## src/eeprom_config.svh

```systemverilog
`ifndef EEPROM_CONFIG_SVH
`define EEPROM_CONFIG_SVH

// 24C16 style part, 2 Kbyte
`define EEPROM_ADDR_W 11
`define EEPROM_DATA_W 8

// CLK cycles per quarter of an scl period
`define EEPROM_SCL_QUARTER 4

// device type code in the upper nibble of the control byte
`define EEPROM_DEV_CODE 4'b1010

`endif
```

## src/eeprom_pkg.sv

```systemverilog
`include "eeprom_config.svh"

package eeprom_pkg;

    typedef logic [`EEPROM_ADDR_W-1:0] addr_t;
    typedef logic [`EEPROM_DATA_W-1:0] byte_t;

    typedef enum logic [1:0]
    {
        cmd_start,
        cmd_stop,
        cmd_write,
        cmd_read
    } bit_cmd_e;

    // frame sequence of one transaction
    typedef enum logic [3:0]
    {
        seq_idle,
        seq_start,
        seq_ctrl_wr,
        seq_addr,
        seq_data_wr,
        seq_restart,
        seq_ctrl_rd,
        seq_data_rd,
        seq_stop,
        seq_finish
    } seq_state_e;

    typedef enum logic [2:0]
    {
        bit_idle,
        bit_start,
        bit_stop,
        bit_shift,
        bit_ack        // ninth bit of a byte
    } bit_state_e;

endpackage

```

## src/eeprom_ctrl_top.sv

```systemverilog
`timescale 1ns/10ps

module eeprom_ctrl_top
(
    input  logic              CLK,
    input  logic              RESET,
    input  logic              cyc,
    input  logic              stb,
    input  logic              we,
    input  eeprom_pkg::addr_t adr,
    input  eeprom_pkg::byte_t dat_w,
    output eeprom_pkg::byte_t dat_r,
    output logic              ack,
    output logic              err,
    output logic              scl,
    output logic              sda_pull,   // high pulls sda low
    input  logic              sda_in
);

    logic                 req;
    logic                 req_we;
    eeprom_pkg::addr_t    req_adr;
    eeprom_pkg::byte_t    req_wdata;
    logic                 done;
    logic                 done_nack;
    eeprom_pkg::byte_t    done_rdata;
    logic                 cmd_valid;
    eeprom_pkg::bit_cmd_e cmd;
    eeprom_pkg::byte_t    cmd_byte;
    logic                 cmd_last;
    logic                 cmd_done;
    eeprom_pkg::byte_t    rx_byte;
    logic                 rx_nack;

    eeprom_wb_slave u_wb
    (
        .CLK        (CLK),
        .RESET      (RESET),
        .cyc        (cyc),
        .stb        (stb),
        .we         (we),
        .adr        (adr),
        .dat_w      (dat_w),
        .dat_r      (dat_r),
        .ack        (ack),
        .err        (err),
        .req        (req),
        .req_we     (req_we),
        .req_adr    (req_adr),
        .req_wdata  (req_wdata),
        .done       (done),
        .done_nack  (done_nack),
        .done_rdata (done_rdata)
    );

    eeprom_sequencer u_seq
    (
        .CLK        (CLK),
        .RESET      (RESET),
        .req        (req),
        .req_we     (req_we),
        .req_adr    (req_adr),
        .req_wdata  (req_wdata),
        .done       (done),
        .done_nack  (done_nack),
        .done_rdata (done_rdata),
        .cmd_valid  (cmd_valid),
        .cmd        (cmd),
        .cmd_byte   (cmd_byte),
        .cmd_last   (cmd_last),
        .cmd_done   (cmd_done),
        .rx_byte    (rx_byte),
        .rx_nack    (rx_nack)
    );

    eeprom_bit_engine u_bit
    (
        .CLK        (CLK),
        .RESET      (RESET),
        .cmd_valid  (cmd_valid),
        .cmd        (cmd),
        .cmd_byte   (cmd_byte),
        .cmd_last   (cmd_last),
        .sda_in     (sda_in),
        .cmd_done   (cmd_done),
        .rx_byte    (rx_byte),
        .rx_nack    (rx_nack),
        .scl        (scl),
        .sda_pull   (sda_pull)
    );

endmodule

```

## src/eeprom_bit_engine.sv

```systemverilog
`timescale 1ns/10ps
`include "eeprom_config.svh"

module eeprom_bit_engine
(
    input  logic                 CLK,
    input  logic                 RESET,
    input  logic                 cmd_valid,
    input  eeprom_pkg::bit_cmd_e cmd,
    input  eeprom_pkg::byte_t    cmd_byte,
    input  logic                 cmd_last,
    input  logic                 sda_in,
    output logic                 cmd_done,
    output eeprom_pkg::byte_t    rx_byte,
    output logic                 rx_nack,
    output logic                 scl,
    output logic                 sda_pull
);

    localparam int QW = $clog2(`EEPROM_SCL_QUARTER + 1);
    localparam logic [QW-1:0] QLAST = QW'(`EEPROM_SCL_QUARTER - 1);

    eeprom_pkg::bit_state_e state;
    eeprom_pkg::byte_t      shreg;
    logic [QW-1:0]          qcnt;
    logic [1:0]             phase;
    logic [2:0]             bitcnt;
    logic                   rd_q;
    logic                   last_q;
    logic                   samp;
    logic                   tick;
    logic                   scl_d;
    logic                   pull_d;

    assign tick    = (qcnt == QLAST);
    assign rx_byte = shreg;

    // phases 0 and 3 scl low, 1 and 2 scl high
    always_comb
    begin
        scl_d  = scl;
        pull_d = sda_pull;
        case (state)
            eeprom_pkg::bit_start:
            begin
                scl_d  = (phase == 2'd1) || (phase == 2'd2);
                pull_d = phase[1];   // sda falls in phase 2
            end
            eeprom_pkg::bit_stop:
            begin
                scl_d  = (phase != 2'd0);   // left high, bus idle
                pull_d = !phase[1];
            end
            eeprom_pkg::bit_shift:
            begin
                scl_d  = (phase == 2'd1) || (phase == 2'd2);
                pull_d = !rd_q && !shreg[7];
            end
            eeprom_pkg::bit_ack:
            begin
                scl_d  = (phase == 2'd1) || (phase == 2'd2);
                pull_d = rd_q && !last_q;   // master ack unless last
            end
            default:
            begin
                scl_d  = scl;
                pull_d = sda_pull;
            end
        endcase
    end

    always_ff @(posedge CLK)
    begin
        if (RESET)
        begin
            state    <= eeprom_pkg::bit_idle;
            qcnt     <= '0;
            phase    <= 2'd0;
            bitcnt   <= 3'd0;
            rd_q     <= 1'b0;
            last_q   <= 1'b0;
            cmd_done <= 1'b0;
            rx_nack  <= 1'b0;
            scl      <= 1'b1;
            sda_pull <= 1'b0;
        end
        else
        begin
            scl      <= scl_d;
            sda_pull <= pull_d;
            cmd_done <= 1'b0;
            if (state == eeprom_pkg::bit_idle)
            begin
                qcnt   <= '0;
                phase  <= 2'd0;
                bitcnt <= 3'd0;
                if (cmd_valid)
                begin
                    rd_q   <= (cmd == eeprom_pkg::cmd_read);
                    last_q <= cmd_last;
                    case (cmd)
                        eeprom_pkg::cmd_start: state <= eeprom_pkg::bit_start;
                        eeprom_pkg::cmd_stop:  state <= eeprom_pkg::bit_stop;
                        default:               state <= eeprom_pkg::bit_shift;
                    endcase
                end
            end
            else
            begin
                qcnt <= tick ? '0 : qcnt + 1'b1;
                if (tick)
                begin
                    phase <= phase + 2'd1;
                    if (state == eeprom_pkg::bit_ack && phase == 2'd1)
                        rx_nack <= rd_q ? 1'b0 : sda_in;
                    if (phase == 2'd3)
                    begin
                        bitcnt <= bitcnt + 3'd1;
                        if (state != eeprom_pkg::bit_shift)
                        begin
                            state    <= eeprom_pkg::bit_idle;
                            cmd_done <= 1'b1;
                        end
                        else if (bitcnt == 3'd7)
                            state <= eeprom_pkg::bit_ack;
                    end
                end
            end
        end
    end

    // shared shifter, writes push out MSB first, reads pull in the sample
    always_ff @(posedge CLK)
    begin
        if (state == eeprom_pkg::bit_idle && cmd_valid)
            shreg <= cmd_byte;
        else if (state == eeprom_pkg::bit_shift && tick)
        begin
            if (phase == 2'd1)
                samp <= sda_in;   // middle of scl high
            if (phase == 2'd3)
                shreg <= {shreg[6:0], samp};
        end
    end

endmodule

```

## src/eeprom_sequencer.sv

```systemverilog
`timescale 1ns/10ps
`include "eeprom_config.svh"

module eeprom_sequencer
(
    input  logic                 CLK,
    input  logic                 RESET,
    input  logic                 req,
    input  logic                 req_we,
    input  eeprom_pkg::addr_t    req_adr,
    input  eeprom_pkg::byte_t    req_wdata,
    output logic                 done,
    output logic                 done_nack,
    output eeprom_pkg::byte_t    done_rdata,
    output logic                 cmd_valid,
    output eeprom_pkg::bit_cmd_e cmd,
    output eeprom_pkg::byte_t    cmd_byte,
    output logic                 cmd_last,
    input  logic                 cmd_done,
    input  eeprom_pkg::byte_t    rx_byte,
    input  logic                 rx_nack
);

    eeprom_pkg::seq_state_e state;
    eeprom_pkg::seq_state_e nxt;
    eeprom_pkg::bit_cmd_e   cmd_d;
    eeprom_pkg::byte_t      byte_d;
    logic                   issue;
    logic                   wr_byte;

    // states whose byte the slave has to acknowledge
    assign wr_byte = (state == eeprom_pkg::seq_ctrl_wr) || (state == eeprom_pkg::seq_addr) ||
                     (state == eeprom_pkg::seq_data_wr) || (state == eeprom_pkg::seq_ctrl_rd);

    always_comb
    begin
        nxt = state;
        case (state)
            eeprom_pkg::seq_idle:
                if (req)
                    nxt = eeprom_pkg::seq_start;
            eeprom_pkg::seq_start:
                if (cmd_done)
                    nxt = eeprom_pkg::seq_ctrl_wr;
            eeprom_pkg::seq_ctrl_wr:
                if (cmd_done)
                    nxt = rx_nack ? eeprom_pkg::seq_stop : eeprom_pkg::seq_addr;
            eeprom_pkg::seq_addr:
            begin
                if (cmd_done && rx_nack)
                    nxt = eeprom_pkg::seq_stop;
                else if (cmd_done)
                    nxt = req_we ? eeprom_pkg::seq_data_wr : eeprom_pkg::seq_restart;
            end
            eeprom_pkg::seq_data_wr:
                if (cmd_done)
                    nxt = eeprom_pkg::seq_stop;
            eeprom_pkg::seq_restart:
                if (cmd_done)
                    nxt = eeprom_pkg::seq_ctrl_rd;
            eeprom_pkg::seq_ctrl_rd:
                if (cmd_done)
                    nxt = rx_nack ? eeprom_pkg::seq_stop : eeprom_pkg::seq_data_rd;
            eeprom_pkg::seq_data_rd:
                if (cmd_done)
                    nxt = eeprom_pkg::seq_stop;
            eeprom_pkg::seq_stop:
                if (cmd_done)
                    nxt = eeprom_pkg::seq_finish;
            default:
                nxt = eeprom_pkg::seq_idle;
        endcase
    end

    // command belonging to the state being entered
    always_comb
    begin
        cmd_d  = eeprom_pkg::cmd_write;
        byte_d = req_wdata;
        issue  = (nxt != state);
        case (nxt)
            eeprom_pkg::seq_start,
            eeprom_pkg::seq_restart:
                cmd_d = eeprom_pkg::cmd_start;
            eeprom_pkg::seq_ctrl_wr:
                byte_d = {`EEPROM_DEV_CODE, req_adr[10:8], 1'b0};
            eeprom_pkg::seq_addr:
                byte_d = req_adr[7:0];
            eeprom_pkg::seq_ctrl_rd:
                byte_d = {`EEPROM_DEV_CODE, req_adr[10:8], 1'b1};
            eeprom_pkg::seq_data_rd:
                cmd_d = eeprom_pkg::cmd_read;
            eeprom_pkg::seq_stop:
                cmd_d = eeprom_pkg::cmd_stop;
            eeprom_pkg::seq_data_wr:
                byte_d = req_wdata;
            default:
                issue = 1'b0;   // idle and finish drive nothing
        endcase
    end

    always_ff @(posedge CLK)
    begin
        if (RESET)
        begin
            state     <= eeprom_pkg::seq_idle;
            cmd_valid <= 1'b0;
            done      <= 1'b0;
            done_nack <= 1'b0;
        end
        else
        begin
            state     <= nxt;
            cmd_valid <= issue;
            done      <= (state == eeprom_pkg::seq_finish);
            if (state == eeprom_pkg::seq_idle && req)
                done_nack <= 1'b0;
            else if (cmd_done && wr_byte && rx_nack)
                done_nack <= 1'b1;
        end
    end

    always_ff @(posedge CLK)
    begin
        if (issue)
        begin
            cmd      <= cmd_d;
            cmd_byte <= byte_d;
            cmd_last <= (nxt == eeprom_pkg::seq_data_rd);   // single byte read, always last
        end
        if (state == eeprom_pkg::seq_data_rd && cmd_done)
            done_rdata <= rx_byte;
    end

endmodule

```

## src/eeprom_wb_slave.sv

```systemverilog
`timescale 1ns/10ps

module eeprom_wb_slave
(
    input  logic              CLK,
    input  logic              RESET,
    input  logic              cyc,
    input  logic              stb,
    input  logic              we,
    input  eeprom_pkg::addr_t adr,
    input  eeprom_pkg::byte_t dat_w,
    output eeprom_pkg::byte_t dat_r,
    output logic              ack,
    output logic              err,
    output logic              req,
    output logic              req_we,
    output eeprom_pkg::addr_t req_adr,
    output eeprom_pkg::byte_t req_wdata,
    input  logic              done,
    input  logic              done_nack,
    input  eeprom_pkg::byte_t done_rdata
);

    logic busy;
    logic capture;

    // ack/err cycle still shows stb high, so skip it
    assign capture = cyc && stb && !busy && !ack && !err;

    always_ff @(posedge CLK)
    begin
        if (RESET)
        begin
            busy <= 1'b0;
            req  <= 1'b0;
            ack  <= 1'b0;
            err  <= 1'b0;
        end
        else
        begin
            req <= 1'b0;
            ack <= 1'b0;
            err <= 1'b0;
            if (capture)
            begin
                busy <= 1'b1;
                req  <= 1'b1;
            end
            else if (busy && done)
            begin
                busy <= 1'b0;
                ack  <= !done_nack;
                err  <= done_nack;   // device refused a byte
            end
        end
    end

    always_ff @(posedge CLK)
    begin
        if (capture)
        begin
            req_we    <= we;
            req_adr   <= adr;
            req_wdata <= dat_w;
        end
        if (busy && done && !req_we)
            dat_r <= done_rdata;
    end

endmodule

```

## config.mk

```make
export PLATFORM = sky130hd
export DESIGN_NAME = eeprom_ctrl_top
export DESIGN_NICKNAME = d
export VERILOG_FILES = /design/src/eeprom_pkg.sv /design/src/eeprom_ctrl_top.sv /design/src/eeprom_bit_engine.sv /design/src/eeprom_sequencer.sv /design/src/eeprom_wb_slave.sv
export VERILOG_INCLUDE_DIRS = /design/src
export SDC_FILE = /design/constraint.sdc
export NUM_CORES = 1
export LEC_CHECK = 0
export BUFFER_PORTS_ARGS = -buffer_cell sky130_fd_sc_hd__buf_4
export CELL_PAD_IN_SITES_DETAIL_PLACEMENT = 1
export CELL_PAD_IN_SITES_GLOBAL_PLACEMENT = 2
export CORE_ASPECT_RATIO = 1.75
export CORE_MARGIN = 2
export CORE_UTILIZATION = 36
export DETAILED_ROUTE_END_ITERATION = 16
export MAX_ROUTING_LAYER = met4
export PLACE_DENSITY_LB_ADDON = 0.3
export SLEW_MARGIN = 20
export SYNTH_ARGS = -nofsm -noshare
export SYNTH_HDL_FRONTEND = slang
export SYNTH_HIERARCHICAL = 1
export SYNTH_SLANG_ARGS = --single-unit
```

## constraint.sdc

```tcl
create_clock -name CLK -period 2.9 [get_ports CLK]
set_input_delay 0.58 -clock CLK [delete_from_list [all_inputs] [get_ports CLK]]
set_output_delay 0.58 -clock CLK [all_outputs]
set_load 0.1 [all_outputs]
```

# Word-level counts from Yosys, hierarchy flattened
# Index checks and enable logic that the tools add are counted.
# word_totals
input_bits	25
output_inout_bits	12
ff_bits	84
# op_classes
mux	33
reduce_logical	56
n_bitwise	5
addsub	3
n_eq_ne	31
# op_table
cell	count
4-bit two-way mux	11
4-bit by 3-bit equality test with 1-bit output, second input constant	8
4-bit case mux with 8 select lines	1
8-bit two-way mux	3
8-bit case mux with 3 select lines	1
3-bit two-way mux	6
4-bit by 2-bit equality test with 1-bit output, second input constant	4
1-bit logical AND	16
2-bit nonzero test	7
4-bit equality test, second input constant	3
3-bit by 2-bit equality test with 1-bit output, second input constant	3
1-bit logical NOT	9
3-bit OR reduction	3
4-bit by 1-bit equality test with 1-bit output, second input constant	2
2-bit OR reduction	4
8-bit OR reduction	1
1-bit two-way mux	7
3-bit by 1-bit adder with 3-bit output, second input constant	2
2-bit equality test, second input constant	3
3-bit equality test, second input constant	2
2-bit case mux with 3 select lines	1
2-bit AND reduction	3
3-bit AND reduction	2
1-bit NOT	5
17 further kinds	21

# Longest topological paths before layout
# depth
word_depth	7
mapped_depth	7

# By module
# The synthesis kept the hierarchy.
# by_module_without_submodules
module	area_per_inst_um2	instances	cells_per_inst
eeprom_bit_engine	1260.0	1	121
eeprom_sequencer	1204.9	1	101
eeprom_wb_slave	988.4	1	42

# Worst setup path before layout
# OpenSTA, ideal clock, no wires.
# synth_timing
path_kind	reg2reg
start	register u_wb.ack
end	register u_wb.req_adr[0] (enable)
slack_ps	-355
stages_incl_launch_ff	2
arrival_ps	2807
setup_ps	448
n_path_buf	0
cell_sequence	dfxtp_1 > nor4_1
# synth_between
elab_chain_len	3
# synth_rtl
element	line_no	source
start, declared	eeprom_wb_slave.sv:13	output logic ack,
start signal, assigned	eeprom_wb_slave.sv:52	ack <= !done_nack;
1-bit logical NOT	eeprom_wb_slave.sv:28	assign capture = cyc && stb && !busy && !ack && !err;
1-bit logical AND (2 in a row)	eeprom_wb_slave.sv:28	
named net u_wb.capture	eeprom_wb_slave.sv:25	logic capture;
end signal, assigned	eeprom_wb_slave.sv:63	req_adr <= adr;
end, declared	eeprom_wb_slave.sv:17	output eeprom_pkg::addr_t req_adr,
# The timed path passes the listed nets, and every way through them passes these cells.
# A chain may end at the register's enable or synchronous reset.

# Worst setup path after layout
# layout_timing
start	register u_seq.state[1]
end	register u_seq.cmd_byte[2] (enable)
# layout_between
elab_chain_len	6
word_cells_on_any_way	31
cone_classes	eq/ne (17); mux (11); reduce/logical (3)
# layout_rtl
element	line_no	source
start, declared	eeprom_sequencer.sv:24	eeprom_pkg::seq_state_e state;
start signal, assigned	eeprom_sequencer.sv:106	state <= eeprom_pkg::seq_idle;
start signal, assigned	eeprom_sequencer.sv:113	state <= nxt;
4-bit by 3-bit equality test with 1-bit output / 4-bit two-way mux (equally long branches)	eeprom_sequencer.sv:38, eeprom_sequencer.sv:52	
2-bit OR reduction (no line) / 4-bit two-way mux (equally long branches)	-	
4-bit case mux with 8 select lines	eeprom_sequencer.sv:38	case (state)
4-bit by 1-bit equality test with 1-bit output (tied with other cells)	eeprom_sequencer.sv:81	case (nxt)
8-bit OR reduction (no line)	-	
1-bit two-way mux (*)	eeprom_sequencer.sv:81	
named net u_seq.issue	eeprom_sequencer.sv:28	logic issue;
end signal, assigned	eeprom_sequencer.sv:128	cmd_byte <= byte_d;
end, declared	eeprom_sequencer.sv:17	output eeprom_pkg::byte_t cmd_byte,
# Mark *: on every way through the listed nets, which the timed path passes. The rest lies on a longest branch.

==> metrics.md <==
| Metric | Value |
|---|---|
| FP Rows | `47` |
| Global-route wire length before repair | `10.8 mm` |
| Lkg Pwr | `between 1 and 1.5 nW` |
| Synth area leaders | `edfxtp_1 49%, dfxtp_1 16%, mux2_2 2.9%` |
| Worst VDD drop | `roughly 0.36 mV` |
| Full die area | `around 10,000 sq um` |
| Layout cells sized above 1 | `roughly a quarter` |
| Worst setup path start | `u_seq/state[1]` |
| DR iter-0 viols | `55` |
| Final non-filler cell total | `between 400 and 500` |
| Clock Skew | `approximately 0.0065 ns` |
| Vias in the first global route | `2,193` |
| H-tree levels | `3` |
| Initial DRT Pass Iterations | `4` |
| Req. time, crit path | `between 2 and 3 ns` |
| Yosys reg bits | `84` |
| Worst slew margin relative to its limit | `between 40% and 50%` |
| CTS resizes | `0` |
| GRT Resource Usage Total | `about 14%` |
| RSZ-0062 raised after global routing | `false` |
| Fin Setup TNS | `0 ns` |
| Via count | `around 2,100` |
| Die X | `just under 80 um` |
| Post-Syn Area | `3450 sq um` |
| Syn nets | `296` |
| CP startpoint kind | `flip-flop` |
| Kind of cell adding the most delay to the critical path | `simple AND/OR/NAND/NOR gates` |
| Cells after synthesis | `264` |
| Final period util | `between 80% and 90%` |
| GRT overflow | `0` |
| Clock Latency Late Sink | `about 0.34 ns` |
| F_max | `approximately 430 MHz` |
| Port Buf Inserts | `36` |
| Die span in y | `~130 um` |
| Crit-path slowest cell | `dfxtp_1` |
| Routed wire length | `6.65 mm` |
| Pwr dens | `608 nW/um^2` |
| Post-route ant nets | `0` |
| Sequential share of the synthesized area | `64.9%` |
| Largest net degree at the start of global routing | `22` |
| DP Wirelength | `a little under 5 mm` |
| WP data arrival | `2.37 ns` |
| Post-synth top area cell | `edfxtp_1` |
| Placed cells | `~410` |
| Vias/cell | `between 4 and 5` |
| Crit path cell chain | `or4b_1 > a211o_1 > nand3_4 > nor4_1 > nor2_1 > buf_4` |
| # DRC | `0` |
| Critical path fanouts, max | `12` |
| Worst hold path class | `in -> reg` |
| Worst-margin pin slew | `between 0.8 and 0.9 ns` |
| Hold Startpoint | `dat_w[5]` |
| Max-slew violations | `0` |
| CTS Sinks | `84` |
| Antenna cells | `0` |
| Critical path class | `reg -> reg` |
| # setup viols final | `0` |
| FILL cells | `between 900 and 1,000` |
| Reg2reg start | `u_seq/state[1]` |
| Post-CTS Hold Buffers | `0` |
| CTS clk-pin slew, worst paths | `0.06 ns` |
| Nets@finish | `335` |
| Crit end category | `flip-flop` |
| Post-synth cell types | `55` |
| GPL Wtd Cong | `around 0.77` |
| WP buf/inv | `1` |
| Initial Util | `36.7%` |
| Area share of the largest cell type after synthesis | `roughly half` |
| Clock root buffer | `clkbuf_16` |
| Core Region | `around 9400 sq um` |
| Average wire per standard cell | `~15 um` |
| Crit path time final | `around 2.3 ns` |
| Mapped Avg Cell Area | `roughly 13 sq um` |
| Clock tree buffer depth | `2` |
| Io pins | `37` |
| Syn-to-layout area delta | `20.3%` |
| Initial antenna violation count | `0` |
| CTS buffer count | `9` |
| Status | `finished, final reports clean` |
| Crit path largest cell delay | `approximately 0.57 ns` |
| CTS tree | `yes` |
| Final Hold Viols | `0` |
| Maxcap violations | `0` |
| Yosys warns | `6` |
| Postcts setup bufs | `0` |
-- cell usage after synthesis, drive strengths merged --
| library cell | number |
|---|---|
| a2bb2oi | 1 |
| o22ai | 3 |
| o31ai | 1 |
| nand3 | 7 |
| or4 | 1 |
| inv | 15 |
| nor3b | 6 |
| and2 | 1 |
| a211o | 2 |
| o21ai | 13 |
| nor4 | 3 |
| o41ai | 1 |
| or2b | 1 |
| clkbuf | 3 |
| mux2i | 2 |
| ha | 7 |
| a31oi | 1 |
| or4b | 1 |
| or2 | 1 |
| or3b | 2 |
| mux2 | 9 |
| nand2 | 14 |
| o221a | 3 |
| nor3 | 7 |
| nor2 | 17 |
| a22oi | 3 |
| nor2b | 4 |
| dfxtp | 28 |
| o2bb2ai | 1 |
| o32ai | 2 |
| o22a | 3 |
| nand3b | 1 |
| nand2b | 5 |
| or3 | 5 |
| o211ai | 1 |
| o21a | 1 |
| xor2 | 2 |
| a21oi | 14 |
| buf | 9 |
| a211oi | 2 |
| xnor2 | 2 |
| nand4 | 2 |
| nor4b | 1 |
| edfxtp | 56 |
-- area by class of cell --
class                   instances  area [sq um]  area share (%)
multi-input cells             153          1100            26.5
inverters                      15          56.3            1.36
clock buffers                  10           229            5.51
repair buffers                 40           300            7.23
clock inverters                 6          72.6            1.75
well taps                     122           153            3.67
flip-flops and latches         84          2240            54.0
-- metrics by stage --
stage / hold slack, ns / utilization [%] / power, mW / cell area, sq um / setup slack, ns
global route: 0.402 / 44.1 / 2.61 / 4150 / 0.488
detailed placement: 0.406 / 40.9 / 1.40 / 3850 / 0.641
finish: 0.416 / 44.1 / 2.53 / 4150 / 0.571
CTS: 0.401 / 44.1 / 2.56 / 4150 / 0.597
floorplan: 0.400 / - / 1.36 / 3460 / 0.476
global placement: 0.402 / 40.9 / 1.40 / 3850 / 0.678
-- flip-flops by register name, summed over array words and instances, names as in the netlist, 2 cells and up --
| register | flops |
|---|---|
| u_wb/req_adr | 11 |
| u_bit/phase | 2 |
| u_seq/done_rdata | 8 |
| u_seq/state | 4 |
| u_seq/cmd | 2 |
| u_bit/qcnt | 3 |
| u_bit/bitcnt | 3 |
| u_bit/rx_byte | 8 |
| u_seq/cmd_byte | 8 |
| u_wb/dat_r | 8 |
| u_bit/state | 3 |
| u_wb/req_wdata | 8 |
-- per-layer routing --
layer,track usage (%),vias to the layer above,part of all wire (%)
met5,-,-,0
met4,6.92,0,1.8
met3,2.85,9,2.7
met2,25.1,35,57
met1,14.1,1011,39
li1,-,1059,-
-- power breakdown --
group	switching, mW	internal (mW)
clock network	0.472	0.676
registers	0.00993	1.29
logic	0.0378	0.0388
-- cell families (layout without fill, tap and decap cells) --
group | Yosys count | in the layout | synth area share [%]
DFF | 84 | 84 | 64.9
buffers and inverters | 27 | 71 | 3.62
and+or+nand+nor | 79 | 79 | 13.6
AOI/OAI and AO/OA | 52 | 52 | 10.8
muxes | 11 | 11 | 3.51
adders and majority gates | 7 | 7 | 2.54
xor gates and xnor gates | 4 | 4 | 1.01
-- final timing paths --
path,to,slack (ns),cells past startpoint
setup / recovery,u_seq/cmd_byte[2],0.57,6
hold / removal,u_wb/req_wdata[5],0.42,1
setup reg to reg,u_seq/cmd_byte[2],0.57,6
hold reg to reg,u_wb/dat_r[1],0.42,0
-- layout by cell type (no fill, tap or decap), types with 4 or more instances in the layout --
cell       netlist  layout
a21oi_1         12      12
buf_4            1      40
clkbuf_16        0       9
dfxtp_1         28      28
edfxtp_1        56      56
ha_1             7       7
inv_1           14      14
mux2_2           9       9
nand2_1         14      14
nand2b_1         5       5
nand3_1          5       5
nor2_1          16      16
nor2b_1          4       4
nor3_1           7       7
nor3b_1          6       6
o21ai_0         10      10
or3_1            4       4
No activity file was read; power rests on OpenSTA's default activity.
